$ cat src/include/ec_config.svh
// Field and unit settings shared by the doubler RTL and the testbench
// EC_PRIME must be odd and below 2**EC_WIDTH, values are plain residues
`ifndef EC_CONFIG_SVH
`define EC_CONFIG_SVH

// Field element width and modulus
`define EC_WIDTH 16
`define EC_PRIME 65521

// Equation tag width, must hold all fifteen doubling equations
`define EC_TAG_BITS 4

// Mode values for the SUBTRACT parameter of fp_mod_addsub
`define EC_ADDSUB_ADD 0
`define EC_ADDSUB_SUB 1

`endif

$ cat src/hw/ec_pkg.sv
// Types and constants for Jacobian doubling over the small prime field
// Curve coefficient a is taken as 0, so no constant for it
`include "ec_config.svh"

package ec_pkg;

  typedef logic [`EC_WIDTH-1:0] fe_t;  // Always reduced below EC_PRIME

  typedef struct packed {
    fe_t x;
    fe_t y;
    fe_t z;
  } jpoint_t;

  // Doubling equations, each value is also its bit in the scheduler masks
  typedef enum logic [`EC_TAG_BITS-1:0] {
    EQ_A_SQ = 0,  // A = y^2
    EQ_B_MUL,     // B = x*A
    EQ_B_X4,      // B = 4*B
    EQ_C_SQ,      // C = A^2
    EQ_C_X8,      // C = 8*C
    EQ_D_SQ,      // D = x^2
    EQ_D_X3,      // D = 3*D
    EQ_X_SQ,      // X3 = D^2
    EQ_E_DBL,     // E = B+B
    EQ_X_SUB,     // X3 = X3-E
    EQ_Y_SUB,     // Y3 = B-X3
    EQ_Y_MUL,     // Y3 = D*Y3
    EQ_Y_FIN,     // Y3 = Y3-C
    EQ_Z_DBL,     // Z3 = y+y
    EQ_Z_MUL      // Z3 = Z3*z
  } eq_id_t;

  typedef enum logic [1:0] {ST_IDLE, ST_RUN, ST_DONE} dbl_state_t;

  // Small multipliers, valid as is since nothing is in Montgomery form
  localparam fe_t FE_THREE = 3;
  localparam fe_t FE_FOUR  = 4;
  localparam fe_t FE_EIGHT = 8;

endpackage

$ cat src/hw/ec_dbl_top.sv
// Jacobian point doubler, one shared multiplier plus an adder and a subtractor
// Latency varies with the unit mix, o_val marks the result
`include "ec_config.svh"

module ec_dbl_top (
  input  logic            i_clk,
  input  logic            i_rst,
  input  ec_pkg::jpoint_t i_p,
  input  logic            i_val,
  output logic            o_rdy,
  output ec_pkg::jpoint_t o_p,
  output logic            o_val,
  input  logic            i_rdy
);
  import ec_pkg::*;

  // Issue and result links, one set per unit
  logic   mul_val, mul_rdy, mul_res_val, mul_res_rdy;
  fe_t    mul_a, mul_b, mul_res;
  eq_id_t mul_tag, mul_res_tag;
  logic   add_val, add_rdy, add_res_val, add_res_rdy;
  fe_t    add_a, add_b, add_res;
  eq_id_t add_tag, add_res_tag;
  logic   sub_val, sub_rdy, sub_res_val, sub_res_rdy;
  fe_t    sub_a, sub_b, sub_res;
  eq_id_t sub_tag, sub_res_tag;

  ec_point_dbl u_dbl (
    .i_clk(i_clk), .i_rst(i_rst),
    .i_p(i_p), .i_val(i_val), .o_rdy(o_rdy),
    .o_p(o_p), .o_val(o_val), .i_rdy(i_rdy),
    .o_mul_val(mul_val), .i_mul_rdy(mul_rdy), .o_mul_a(mul_a), .o_mul_b(mul_b),
    .o_mul_tag(mul_tag), .i_mul_res_val(mul_res_val), .o_mul_res_rdy(mul_res_rdy),
    .i_mul_res(mul_res), .i_mul_tag(mul_res_tag),
    .o_add_val(add_val), .i_add_rdy(add_rdy), .o_add_a(add_a), .o_add_b(add_b),
    .o_add_tag(add_tag), .i_add_res_val(add_res_val), .o_add_res_rdy(add_res_rdy),
    .i_add_res(add_res), .i_add_tag(add_res_tag),
    .o_sub_val(sub_val), .i_sub_rdy(sub_rdy), .o_sub_a(sub_a), .o_sub_b(sub_b),
    .o_sub_tag(sub_tag), .i_sub_res_val(sub_res_val), .o_sub_res_rdy(sub_res_rdy),
    .i_sub_res(sub_res), .i_sub_tag(sub_res_tag)
  );

  fp_mod_mul u_mul (
    .i_clk(i_clk), .i_rst(i_rst),
    .i_val(mul_val), .o_rdy(mul_rdy),
    .i_a(mul_a), .i_b(mul_b), .i_tag(mul_tag),
    .o_res_val(mul_res_val), .i_res_rdy(mul_res_rdy),
    .o_res(mul_res), .o_tag(mul_res_tag)
  );

  fp_mod_addsub #(.SUBTRACT(`EC_ADDSUB_ADD)) u_add (
    .i_clk(i_clk), .i_rst(i_rst),
    .i_val(add_val), .o_rdy(add_rdy),
    .i_a(add_a), .i_b(add_b), .i_tag(add_tag),
    .o_res_val(add_res_val), .i_res_rdy(add_res_rdy),
    .o_res(add_res), .o_tag(add_res_tag)
  );

  fp_mod_addsub #(.SUBTRACT(`EC_ADDSUB_SUB)) u_sub (
    .i_clk(i_clk), .i_rst(i_rst),
    .i_val(sub_val), .o_rdy(sub_rdy),
    .i_a(sub_a), .i_b(sub_b), .i_tag(sub_tag),
    .o_res_val(sub_res_val), .i_res_rdy(sub_res_rdy),
    .o_res(sub_res), .o_tag(sub_res_tag)
  );

endmodule

$ cat src/hw/ec_point_dbl.sv
// Dataflow scheduler for Jacobian point doubling, curve coefficient a = 0
// Input with z = 0 is the point at infinity and is returned unchanged
// Units must return each tag exactly once, in any order
module ec_point_dbl (
  input  logic            i_clk,
  input  logic            i_rst,
  // Point in
  input  ec_pkg::jpoint_t i_p,
  input  logic            i_val,
  output logic            o_rdy,
  // Point out
  output ec_pkg::jpoint_t o_p,
  output logic            o_val,
  input  logic            i_rdy,
  // Multiplier
  output logic            o_mul_val,
  input  logic            i_mul_rdy,
  output ec_pkg::fe_t     o_mul_a,
  output ec_pkg::fe_t     o_mul_b,
  output ec_pkg::eq_id_t  o_mul_tag,
  input  logic            i_mul_res_val,
  output logic            o_mul_res_rdy,
  input  ec_pkg::fe_t     i_mul_res,
  input  ec_pkg::eq_id_t  i_mul_tag,
  // Adder
  output logic            o_add_val,
  input  logic            i_add_rdy,
  output ec_pkg::fe_t     o_add_a,
  output ec_pkg::fe_t     o_add_b,
  output ec_pkg::eq_id_t  o_add_tag,
  input  logic            i_add_res_val,
  output logic            o_add_res_rdy,
  input  ec_pkg::fe_t     i_add_res,
  input  ec_pkg::eq_id_t  i_add_tag,
  // Subtractor
  output logic            o_sub_val,
  input  logic            i_sub_rdy,
  output ec_pkg::fe_t     o_sub_a,
  output ec_pkg::fe_t     o_sub_b,
  output ec_pkg::eq_id_t  o_sub_tag,
  input  logic            i_sub_res_val,
  output logic            o_sub_res_rdy,
  input  ec_pkg::fe_t     i_sub_res,
  input  ec_pkg::eq_id_t  i_sub_tag
);
  import ec_pkg::*;

  localparam int NUM_EQ = 15;

  typedef struct packed {
    logic   go;
    eq_id_t id;
    fe_t    a;
    fe_t    b;
  } issue_t;

  dbl_state_t        state;
  logic [NUM_EQ-1:0] eq_wait;  // Issued to a unit
  logic [NUM_EQ-1:0] eq_done;  // Result written back
  jpoint_t           p_in;     // Latched input point
  fe_t               tmp_a, tmp_b, tmp_c, tmp_d, tmp_e;
  issue_t            mul_req, add_req, sub_req;
  logic              in_fire;
  logic              mul_fire, add_fire, sub_fire;

  assign in_fire  = i_val && o_rdy;  // o_rdy is only high in ST_IDLE
  assign mul_fire = i_mul_res_val && o_mul_res_rdy;
  assign add_fire = i_add_res_val && o_add_res_rdy;
  assign sub_fire = i_sub_res_val && o_sub_res_rdy;

  // Results only come back while running
  assign o_mul_res_rdy = (state == ST_RUN);
  assign o_add_res_rdy = (state == ST_RUN);
  assign o_sub_res_rdy = (state == ST_RUN);

  function automatic issue_t req(input eq_id_t id, input fe_t a, input fe_t b);
    issue_t r;
    r.go = 1'b1;
    r.id = id;
    r.a  = a;
    r.b  = b;
    return r;
  endfunction

  // Fixed priority pick per unit, slot is free when empty or being taken
  always_comb begin
    mul_req = '0;
    if (state == ST_RUN && (~o_mul_val | i_mul_rdy)) begin
      if (!eq_wait[EQ_A_SQ])
        mul_req = req(EQ_A_SQ, p_in.y, p_in.y);
      else if (eq_done[EQ_A_SQ] && !eq_wait[EQ_B_MUL])
        mul_req = req(EQ_B_MUL, p_in.x, tmp_a);
      else if (eq_done[EQ_A_SQ] && !eq_wait[EQ_C_SQ])
        mul_req = req(EQ_C_SQ, tmp_a, tmp_a);
      else if (!eq_wait[EQ_D_SQ])
        mul_req = req(EQ_D_SQ, p_in.x, p_in.x);
      else if (eq_done[EQ_D_SQ] && !eq_wait[EQ_D_X3])
        mul_req = req(EQ_D_X3, FE_THREE, tmp_d);
      else if (eq_done[EQ_D_X3] && !eq_wait[EQ_X_SQ])
        mul_req = req(EQ_X_SQ, tmp_d, tmp_d);
      else if (eq_done[EQ_Y_SUB] && eq_done[EQ_D_X3] && !eq_wait[EQ_Y_MUL])
        mul_req = req(EQ_Y_MUL, tmp_d, o_p.y);
      else if (eq_done[EQ_Z_DBL] && !eq_wait[EQ_Z_MUL])
        mul_req = req(EQ_Z_MUL, p_in.z, o_p.z);
      else if (eq_done[EQ_B_MUL] && !eq_wait[EQ_B_X4])
        mul_req = req(EQ_B_X4, tmp_b, FE_FOUR);
      else if (eq_done[EQ_C_SQ] && !eq_wait[EQ_C_X8])
        mul_req = req(EQ_C_X8, tmp_c, FE_EIGHT);
    end
  end

  always_comb begin
    sub_req = '0;
    if (state == ST_RUN && (~o_sub_val | i_sub_rdy)) begin
      if (eq_done[EQ_E_DBL] && eq_done[EQ_X_SQ] && !eq_wait[EQ_X_SUB])
        sub_req = req(EQ_X_SUB, o_p.x, tmp_e);
      else if (eq_done[EQ_X_SUB] && eq_done[EQ_B_X4] && !eq_wait[EQ_Y_SUB])
        sub_req = req(EQ_Y_SUB, tmp_b, o_p.x);
      else if (eq_done[EQ_C_X8] && eq_done[EQ_Y_MUL] && !eq_wait[EQ_Y_FIN])
        sub_req = req(EQ_Y_FIN, o_p.y, tmp_c);
    end
  end

  always_comb begin
    add_req = '0;
    if (state == ST_RUN && (~o_add_val | i_add_rdy)) begin
      if (eq_done[EQ_B_X4] && !eq_wait[EQ_E_DBL])
        add_req = req(EQ_E_DBL, tmp_b, tmp_b);
      else if (!eq_wait[EQ_Z_DBL])
        add_req = req(EQ_Z_DBL, p_in.y, p_in.y);
    end
  end

  // Control
  always_ff @(posedge i_clk) begin
    if (i_rst) begin
      state     <= ST_IDLE;
      o_rdy     <= 1'b0;
      o_val     <= 1'b0;
      eq_wait   <= '0;
      eq_done   <= '0;
      o_mul_val <= 1'b0;
      o_add_val <= 1'b0;
      o_sub_val <= 1'b0;
    end else begin
      if (i_mul_rdy) o_mul_val <= 1'b0;  // Taken by the unit
      if (i_add_rdy) o_add_val <= 1'b0;
      if (i_sub_rdy) o_sub_val <= 1'b0;
      if (mul_req.go) begin
        o_mul_val           <= 1'b1;
        eq_wait[mul_req.id] <= 1'b1;
      end
      if (add_req.go) begin
        o_add_val           <= 1'b1;
        eq_wait[add_req.id] <= 1'b1;
      end
      if (sub_req.go) begin
        o_sub_val           <= 1'b1;
        eq_wait[sub_req.id] <= 1'b1;
      end
      if (mul_fire) eq_done[i_mul_tag] <= 1'b1;
      if (add_fire) eq_done[i_add_tag] <= 1'b1;
      if (sub_fire) eq_done[i_sub_tag] <= 1'b1;

      case (state)
        ST_IDLE: begin
          o_rdy <= 1'b1;
          if (in_fire) begin
            o_rdy   <= 1'b0;
            eq_wait <= '0;
            eq_done <= '0;
            if (i_p.z == '0) begin  // Point at infinity, skip the math
              o_val <= 1'b1;
              state <= ST_DONE;
            end else begin
              state <= ST_RUN;
            end
          end
        end
        ST_RUN: begin
          if (&eq_done) begin  // Every equation back, nothing left in flight
            o_val <= 1'b1;
            state <= ST_DONE;
          end
        end
        ST_DONE: begin
          if (i_rdy) begin
            o_val <= 1'b0;
            o_rdy <= 1'b1;
            state <= ST_IDLE;
          end
        end
        default: state <= ST_IDLE;
      endcase
    end
  end

  // Operands, temporaries and output coordinates
  always_ff @(posedge i_clk) begin
    if (in_fire) begin
      p_in <= i_p;
      o_p  <= i_p;  // Kept as is for z = 0, overwritten otherwise
    end
    if (mul_req.go) begin
      o_mul_a   <= mul_req.a;
      o_mul_b   <= mul_req.b;
      o_mul_tag <= mul_req.id;
    end
    if (add_req.go) begin
      o_add_a   <= add_req.a;
      o_add_b   <= add_req.b;
      o_add_tag <= add_req.id;
    end
    if (sub_req.go) begin
      o_sub_a   <= sub_req.a;
      o_sub_b   <= sub_req.b;
      o_sub_tag <= sub_req.id;
    end
    if (mul_fire) begin
      case (i_mul_tag)
        EQ_A_SQ:          tmp_a <= i_mul_res;
        EQ_B_MUL, EQ_B_X4: tmp_b <= i_mul_res;
        EQ_C_SQ, EQ_C_X8: tmp_c <= i_mul_res;
        EQ_D_SQ, EQ_D_X3: tmp_d <= i_mul_res;
        EQ_X_SQ:          o_p.x <= i_mul_res;
        EQ_Y_MUL:         o_p.y <= i_mul_res;
        EQ_Z_MUL:         o_p.z <= i_mul_res;
        default: ;
      endcase
    end
    if (add_fire) begin
      case (i_add_tag)
        EQ_E_DBL: tmp_e <= i_add_res;
        EQ_Z_DBL: o_p.z <= i_add_res;
        default: ;
      endcase
    end
    if (sub_fire) begin
      case (i_sub_tag)
        EQ_X_SUB:           o_p.x <= i_sub_res;
        EQ_Y_SUB, EQ_Y_FIN: o_p.y <= i_sub_res;
        default: ;
      endcase
    end
  end

endmodule

$ cat src/hw/fp_mod_addsub.sv
// One-cycle modular adder or subtractor, SUBTRACT picks the operation
// Inputs must be below EC_PRIME, streams one item per cycle
`include "ec_config.svh"

module fp_mod_addsub #(
  parameter int SUBTRACT = `EC_ADDSUB_ADD
) (
  input  logic           i_clk,
  input  logic           i_rst,
  input  logic           i_val,
  output logic           o_rdy,
  input  ec_pkg::fe_t    i_a,
  input  ec_pkg::fe_t    i_b,
  input  ec_pkg::eq_id_t i_tag,
  output logic           o_res_val,
  input  logic           i_res_rdy,
  output ec_pkg::fe_t    o_res,
  output ec_pkg::eq_id_t o_tag
);
  import ec_pkg::*;

  localparam logic [`EC_WIDTH:0] PRIME = (`EC_WIDTH + 1)'(`EC_PRIME);

  logic [`EC_WIDTH:0] raw;       // Extra bit is carry or borrow
  fe_t                res_next;
  logic               in_fire;

  assign o_rdy   = ~o_res_val | i_res_rdy;  // Empty, or draining this cycle
  assign in_fire = i_val && o_rdy;

  always_comb begin
    if (SUBTRACT == `EC_ADDSUB_SUB) begin
      raw      = {1'b0, i_a} - {1'b0, i_b};
      res_next = raw[`EC_WIDTH] ? fe_t'(raw + PRIME) : fe_t'(raw);  // Borrow, add p back
    end else begin
      raw      = {1'b0, i_a} + {1'b0, i_b};
      res_next = (raw >= PRIME) ? fe_t'(raw - PRIME) : fe_t'(raw);
    end
  end

  always_ff @(posedge i_clk) begin
    if (i_rst) o_res_val <= 1'b0;
    else if (in_fire) o_res_val <= 1'b1;
    else if (i_res_rdy) o_res_val <= 1'b0;
  end

  // Result and tag hold under back-pressure
  always_ff @(posedge i_clk) begin
    if (in_fire) begin
      o_res <= res_next;
      o_tag <= i_tag;
    end
  end

endmodule

$ cat src/hw/fp_mod_mul.sv
// Bit-serial modular multiplier, one bit of i_b per cycle from the MSB
// Both operands must already be below EC_PRIME
// Result valid EC_WIDTH+1 cycles after acceptance, one item in flight
`include "ec_config.svh"

module fp_mod_mul (
  input  logic           i_clk,
  input  logic           i_rst,
  input  logic           i_val,
  output logic           o_rdy,
  input  ec_pkg::fe_t    i_a,
  input  ec_pkg::fe_t    i_b,
  input  ec_pkg::eq_id_t i_tag,
  output logic           o_res_val,
  input  logic           i_res_rdy,
  output ec_pkg::fe_t    o_res,
  output ec_pkg::eq_id_t o_tag
);
  import ec_pkg::*;

  typedef enum logic [1:0] {MUL_IDLE, MUL_WORK, MUL_HOLD} mul_state_t;

  localparam int CNT_W = $clog2(`EC_WIDTH + 1);
  localparam logic [`EC_WIDTH:0] PRIME = (`EC_WIDTH + 1)'(`EC_PRIME);

  mul_state_t         state;
  logic [CNT_W-1:0]   bit_cnt;       // Bits consumed so far
  fe_t                a_q;           // Multiplicand
  fe_t                b_q;           // Multiplier, shifted left each step
  fe_t                acc;           // Partial product, kept reduced
  logic [`EC_WIDTH:0] dbl_sum;
  logic [`EC_WIDTH:0] add_sum;
  fe_t                dbl_red;
  fe_t                acc_next;
  logic               in_fire;

  assign in_fire   = i_val && o_rdy;
  assign o_rdy     = (state == MUL_IDLE);
  assign o_res_val = (state == MUL_HOLD);

  // One interleaved step: acc = 2*acc + bit*a, reduced twice
  always_comb begin
    dbl_sum  = {acc, 1'b0};  // Below 2p, one subtract is enough
    dbl_red  = (dbl_sum >= PRIME) ? fe_t'(dbl_sum - PRIME) : fe_t'(dbl_sum);
    add_sum  = {1'b0, dbl_red} + (b_q[`EC_WIDTH-1] ? {1'b0, a_q} : '0);
    acc_next = (add_sum >= PRIME) ? fe_t'(add_sum - PRIME) : fe_t'(add_sum);
  end

  always_ff @(posedge i_clk) begin
    if (i_rst) begin
      state   <= MUL_IDLE;
      bit_cnt <= '0;
    end else begin
      case (state)
        MUL_IDLE: begin
          bit_cnt <= '0;
          if (in_fire) state <= MUL_WORK;
        end
        MUL_WORK: begin
          if (bit_cnt == CNT_W'(`EC_WIDTH)) state <= MUL_HOLD;  // Extra cycle loads o_res
          else bit_cnt <= bit_cnt + 1'b1;
        end
        MUL_HOLD: if (i_res_rdy) state <= MUL_IDLE;  // Hold until taken
        default: state <= MUL_IDLE;
      endcase
    end
  end

  // Datapath
  always_ff @(posedge i_clk) begin
    if (in_fire) begin
      a_q   <= i_a;
      b_q   <= i_b;
      acc   <= '0;
      o_tag <= i_tag;  // Tag rides along unchanged
    end else if (state == MUL_WORK) begin
      if (bit_cnt == CNT_W'(`EC_WIDTH)) begin
        o_res <= acc;
      end else begin
        acc <= acc_next;
        b_q <= b_q << 1;
      end
    end
  end

endmodule

$ cat config.mk
export PLATFORM = sky130hd
export DESIGN_NAME = ec_dbl_top
export DESIGN_NICKNAME = d
export VERILOG_FILES = /design/src/hw/ec_pkg.sv /design/src/hw/ec_dbl_top.sv /design/src/hw/ec_point_dbl.sv /design/src/hw/fp_mod_addsub.sv /design/src/hw/fp_mod_mul.sv
export VERILOG_INCLUDE_DIRS = /design/src /design/src/include
export SDC_FILE = /design/constraint.sdc
export NUM_CORES = 1
export LEC_CHECK = 0
export BUFFER_PORTS_ARGS = -buffer_cell sky130_fd_sc_hd__buf_2
export CORE_MARGIN = 5
export CORE_UTILIZATION = 30
export CTS_BUF_LIST = sky130_fd_sc_hd__clkbuf_8
export DETAILED_ROUTE_END_ITERATION = 10
export HOLD_SLACK_MARGIN = 0.1
export PLACE_DENSITY = 0.47
export SLEW_MARGIN = 10
export SYNTH_ARGS = -nofsm -noshare
export SYNTH_HDL_FRONTEND = slang
export SYNTH_SLANG_ARGS = --single-unit
$ cat constraint.sdc
create_clock -name i_clk -period 14.2 [get_ports i_clk]
set_input_delay 1.42 -clock i_clk [delete_from_list [all_inputs] [get_ports i_clk]]
set_output_delay 1.42 -clock i_clk [all_outputs]
set_load 0.01 [all_outputs]
# [Yosys cells after proc, flatten, opt, wreduce, memory -nomap -nowiden]
# Index checks and enable logic that the tools add are counted.
[word_totals] regBits=438 wordCells=275
[op_classes] reduce_logical=75 order_cmp=15 eq_ne=28 n_bitwise=18 addsub=8 muxes=90
[op_table] op="2-to-1 mux 37 bit" count=18
[op_table] op="2-to-1 mux 16 bit" count=15
[op_table] op="2-to-1 mux 15 bit" count=14
[op_table] op="2-to-1 mux 48 bit" count=2
[op_table] op="bitwise OR 15 bit" count=6
[op_table] op="greater-or-equal comparator 17 x 16 -> 1 bit, second input constant" count=3
[op_table] op="subtractor 16 bit, second input constant" count=3
[op_table] op="adder 16 x 16 -> 17 bit" count=2
[op_table] op="logical AND 1 bit" count=32
[op_table] op="2-to-1 mux 32 bit" count=1
[op_table] op="< comparator 4 x 5 -> 1 bit, second input constant" count=6
[op_table] op="== test 4 bit, second input constant" count=7
[op_table] op="demux 1 bit (select 4 bit)" count=6
[op_table] op="greater-or-equal comparator 4 x 1 -> 1 bit, second input constant" count=6
[op_table] op="2-to-1 mux 1 bit" count=21
[op_table] op="AND reduction 2 bit" count=9
[op_table] op="subtractor 16 x 16 -> 17 bit" count=1
[op_table] op="adder 16 bit, second input constant" count=1
[op_table] op="== test 4 x 3 -> 1 bit, second input constant" count=4
[op_table] op="zero test 16 bit" count=1
[op_table] op="nonzero test 2 bit" count=8
[op_table] op="AND reduction 15 bit" count=1
[op_table] op="2-to-1 mux 2 bit" count=7
[op_table] op="zero test 1 bit" count=12
[op_table] op="21 further kinds" count=48

# [Logic depth before layout (Yosys ltp)]
[logic_depth] word_depth=27 depth_mapped=20 mapped_depth_nobuf=18

# [By module]
# From an unflattened synthesis, not the netlist that was laid out.
[hier_totals] hier_cells=2029 hier_area_um2=22225.1
[by_module_without_submodules] module="ec_point_dbl" area_each_um2=14119.8 seq_area_each_um2=8247.9 cells_each=1236 n_inst=1
[by_module_without_submodules] module="fp_mod_mul" area_each_um2=4395.5 seq_area_each_um2=2021.9 cells_each=419 n_inst=1
[by_module_without_submodules] module="fp_mod_addsub at u_add" area_each_um2=1891.8 seq_area_each_um2=620.6 cells_each=192 n_inst=1
[by_module_without_submodules] module="fp_mod_addsub at u_sub" area_each_um2=1818.0 seq_area_each_um2=620.6 cells_each=182 n_inst=1

# [Least setup slack after synthesis]
# Ideal clock, no wire load.
[synth_timing] path_type="reg-to-reg" start="reg u_mul.acc[7]" end="reg u_mul.acc[13]" path_stages_with_launch=20 path_buffers=1 path_slack_ps=9544 arrival_time_ps=4538 required_time_ps=14083 setup_time_ps=117 period_less_slack_ps=4656 cell_sequence="dfxtp_1 and3_1 and3_1 and3_1 a41o_1 clkbuf_1 o31a_1 nand3_1 nor2_1 xor2_1 ha_1 nand2_1 o21ai_0 a2111oi_4 nor3_1 or4b_4 nor4_4 nor2_2 or3_1 a32o_1"
[synth_via] elab_chain_cells=5 word_cells_on_any_way=7
[synth_rtl] element="start: declaration" line="fp_mod_mul.sv:30" rtl="fe_t acc;"
[synth_rtl] element="start signal: assignment" line="fp_mod_mul.sv:80" rtl="acc <= acc_next;"
[synth_rtl] element="subtractor 16 bit or greater-or-equal comparator 17 x 16 -> 1 bit (tied branches)" line="fp_mod_mul.sv:44" rtl="dbl_red = (dbl_sum >= PRIME) ? fe_t'(dbl_sum - PRIME) : fe_t'(dbl_sum);"
[synth_rtl] element="2-to-1 mux 16 bit *" line="fp_mod_mul.sv:44"
[synth_rtl] element="adder 16 x 16 -> 17 bit *" line="fp_mod_mul.sv:45" rtl="add_sum = {1'b0, dbl_red} + (b_q[`EC_WIDTH-1] ? {1'b0, a_q} : '0);"
[synth_rtl] element="subtractor 16 bit or greater-or-equal comparator 17 x 16 -> 1 bit (tied branches)" line="fp_mod_mul.sv:46" rtl="acc_next = (add_sum >= PRIME) ? fe_t'(add_sum - PRIME) : fe_t'(add_sum);"
[synth_rtl] element="2-to-1 mux 16 bit *" line="fp_mod_mul.sv:46"
# Every way passes the cells marked *; elsewhere a longest branch is shown, timed or not.
# A chain may end at the register's enable or synchronous reset.

# [Worst setup path after layout]
[layout_timing] start="reg u_mul.acc[8]" end="reg u_mul.acc[13]"
# Same word-level chain as after synthesis.

==> impl_metrics.tcl <==
set metrics [dict create \
    syn_avg_cell_area_um2 10.4 \
    finalWirelength_mm 65.4 \
    vias 15895 \
    async_flop_share 0 \
    required_ns 14.73 \
    min_path_cells 0 \
    synth-compound-area-share 0.161 \
    wl_met2_mm 30.2 \
    rr_worst_depth 16 \
    final_nets 2163 \
    start_kind "flip-flop" \
    drive_above_1_share 0.134 \
    cts_resized 0 \
    finalCritPeriodShare 0.372 \
    drv_slew 0 \
    worst_slew_pin_slew_ns 1.22 \
    r2r_slack_ns 8.91 \
    dr_wl_met3_mm 3.85 \
    track_usage 0.172 \
    cts_max_path_buffers 3 \
    r2r-end "u_mul.acc[13]" \
    met1_length_mm 30.4 \
    dp_hpwl_mm 47.5 \
    dr.max_layer_used "met4" \
    portBuffers 101 \
    top_regs "u_dbl.o_p (48), u_dbl.p_in (48)" \
    synth_top_area_frac 0.451 \
    ys_top_cells_by_area "edfxtp_1 (45%), dfxtp_1 (11%), nand2_1 (4.8%)" \
    synth_cell_types 84 \
    wl_per_cell_um 21.8 \
    io_pins 102 \
    grt_antenna_before_repair 2 \
    ys_seq_area_frac 0.559 \
    synth_top_family_by_area "compound AO/OA/AOI/OAI gates" \
    run_status "complete, no violations" \
    die_h_um 271 \
    synth_nets 2071 \
    hold_start "u_dbl.o_mul_a[0]" \
    netlist_area_um2 20500 \
    cts_tree "built" \
    synth_xor_area_frac 0.0291 \
    clk_pin_slew_ns 0.06 \
    cp_max_fo 8 \
    finalHoldViolCount 0 \
    fin_skew_ns 0.0263 \
    ys_seq_elements 418 \
    synth_fa_ha_area_frac 0.0264 \
    worstSetupPathType "reg -> reg" \
    detail-route-antenna-nets 0 \
    synth_simple_gate_area_frac 0.158 \
    gp_congestion 0.890 \
    viasPerCell 5.29 \
    grt_max_degree 53 \
    period_needed_ns 5.29 \
    r2r_start "u_mul.acc[8]" \
    ir_drop_mv 0.0720 \
    setup_viol 0 \
    hold_path_end "u_mul.a_q[0]" \
    syn_to_final_growth_pct 14.6 \
    grt_pass1_vias 15214 \
    initialDrtViolationCount 1263 \
    grt_setup_unrepaired "false" \
    post-cts-setup-buffer-count 0 \
    worstHoldPathType "reg -> reg" \
    die_area_um2 73600 \
    chipWidth_um 271 \
    synth_edf_count 308 \
    worstSkewPairLatency_ns 0.65 \
    leakage_nw 8.46 \
    drc 0 \
    max_freq_mhz 189 \
    ys.flop_type "edfxtp_1" \
    design.core.area_um2 67500 \
    ys.warnings.count 0 \
    cts_hold_buf 0 \
    drt-pass1-iter-count 5 \
    drv_cap 0 \
    fin_setup_tns_ns 0 \
    synth_top_area_cell "edfxtp_1" \
    power_density_nw_per_um2 152 \
    initial_core_util 0.304 \
    numCtsBuffers 74 \
    grt_first_pass_wirelength_mm 98.4 \
    end_kind "flip-flop" \
    row_count 95 \
    hold_ws_ns 0.407 \
    htree_levels 3 \
    cts.sinks 418 \
    grt_overflow 0 \
    synthMuxAreaShare 0.0351 \
    cts_root_buffer "clkbuf_8" \
    slew_headroom 0.184 \
    worst_ep_arrival_time_ns 5.82 \
    syn_inst 1977 \
]
[where the power goes]
part	switching (mW)	internal, mW
combinational	0.477	0.291
clock	0.522	0.654
sequential	0.154	1.47
[cell usage after synthesis, types with 4 or more instances]
cell type / count
a211oi_1: 6
a21o_1: 13
a21oi_1: 138
a221o_1: 14
a221oi_1: 34
a22o_1: 19
a22oi_1: 15
a311oi_1: 7
a31oi_1: 12
and2_1: 20
and3_1: 32
and4_1: 4
buf_1: 10
clkbuf_1: 100
dfxtp_1: 110
edfxtp_1: 308
ha_1: 40
inv_1: 54
mux2i_1: 67
nand2_1: 261
nand2b_1: 29
nand3_1: 34
nand3b_1: 5
nand4_1: 9
nor2_1: 193
nor2b_1: 10
nor3_1: 57
nor3b_1: 7
nor4_1: 11
o211ai_1: 25
o21a_1: 9
o21ai_0: 154
o21bai_1: 5
o22ai_1: 6
or2_2: 5
or3_1: 6
xnor2_1: 45
xor2_1: 23
[metal layers]
metal	vias to the layer above	track usage
met3	60	0.0279
met2	479	0.277
met1	7891	0.245
li1	7465	-
met4	0	0.0416
met5	-	0
[metrics by stage]
step	setup WS, ns	cells	instance area, µm²	utilization	power [mW]
3_5_place_dp	8.96	2866	21900	0.325	2.41
6_report	8.91	3003	23500	0.348	3.57
2_1_floorplan	9.54	1977	20500	-	2.13
4_1_cts	8.93	3002	23500	0.348	3.60
3_3_place_gp	9.03	2866	21900	0.325	2.41
5_1_grt	8.49	3003	23500	0.348	3.76
[how the worst max path moves through the flow]
stage	from	to	slack [ns]	cells after the start
2_1_floorplan	u_mul.acc[7]	u_mul.acc[13]	9.54	19
3_3_place_gp	u_mul.acc[7]	u_mul.acc[13]	9.03	18
3_5_place_dp	u_mul.acc[7]	u_mul.acc[13]	8.96	17
4_1_cts	u_mul.acc[7]	u_mul.acc[13]	8.93	17
5_1_grt	u_mul.acc[7]	u_mul.acc[13]	8.49	17
6_report	u_mul.acc[8]	u_mul.acc[13]	8.91	16
[critical path, stage by stage, from the launching register on]
cell and delay (ns):
dfxtp_1 0.44, and3_1 0.23, and3_1 0.20, and3_1 0.22, a41o_1 0.35, ha_1 0.29, inv_1 0.07, fa_1 0.41
nand3b_1 0.31, a21oi_1 0.36, mux2_4 0.34, a221oi_2 0.43, nand4_2 0.29, nor4_4 0.46, nor2_2 0.14, or3_1 0.37
a32o_1 0.26
[layout make-up]
class	count	area, µm²
inverter	55	206
antenna	1	2.50
multi-input combinational	1390	8470
tap	873	1090
clock buffer	88	1210
timing repair buffer	130	723
sequential	418	11500
clock inverter	48	329
fill	6814	44000
[layout by cell type, fill, tap and decap left out, types with 9 or more instances in the layout]
cell	Yosys	final
inv_1	54	83
o21ai_0	154	152
edfxtp_1	308	308
ha_1	40	40
xnor2_1	45	45
a21o_1	13	13
and2_1	20	19
nand2_1	261	261
o21a_1	9	9
o211ai_1	25	25
dfxtp_1	110	110
a221oi_1	34	34
nand4_1	9	9
a22oi_1	15	15
mux2i_1	67	67
nor3_1	57	54
xor2_1	23	23
nor2_1	193	186
a21oi_1	138	136
nor4_1	11	11
and3_1	32	32
clkbuf_8	0	88
a221o_1	14	14
nand2b_1	29	28
nand3_1	34	34
nor2b_1	10	9
buf_4	0	29
buf_2	3	101
a31oi_1	12	12
a22o_1	19	19
[kinds of logic after synthesis]
| family | Yosys count |
|---|---|
| simple gates | 702 |
| compound gates | 507 |
| flops | 418 |
| buf+inv | 169 |
| mux | 71 |
| xor+xnor | 68 |
| fa+ha+maj | 42 |
Note: power is estimated with default switching activity, not from simulation.
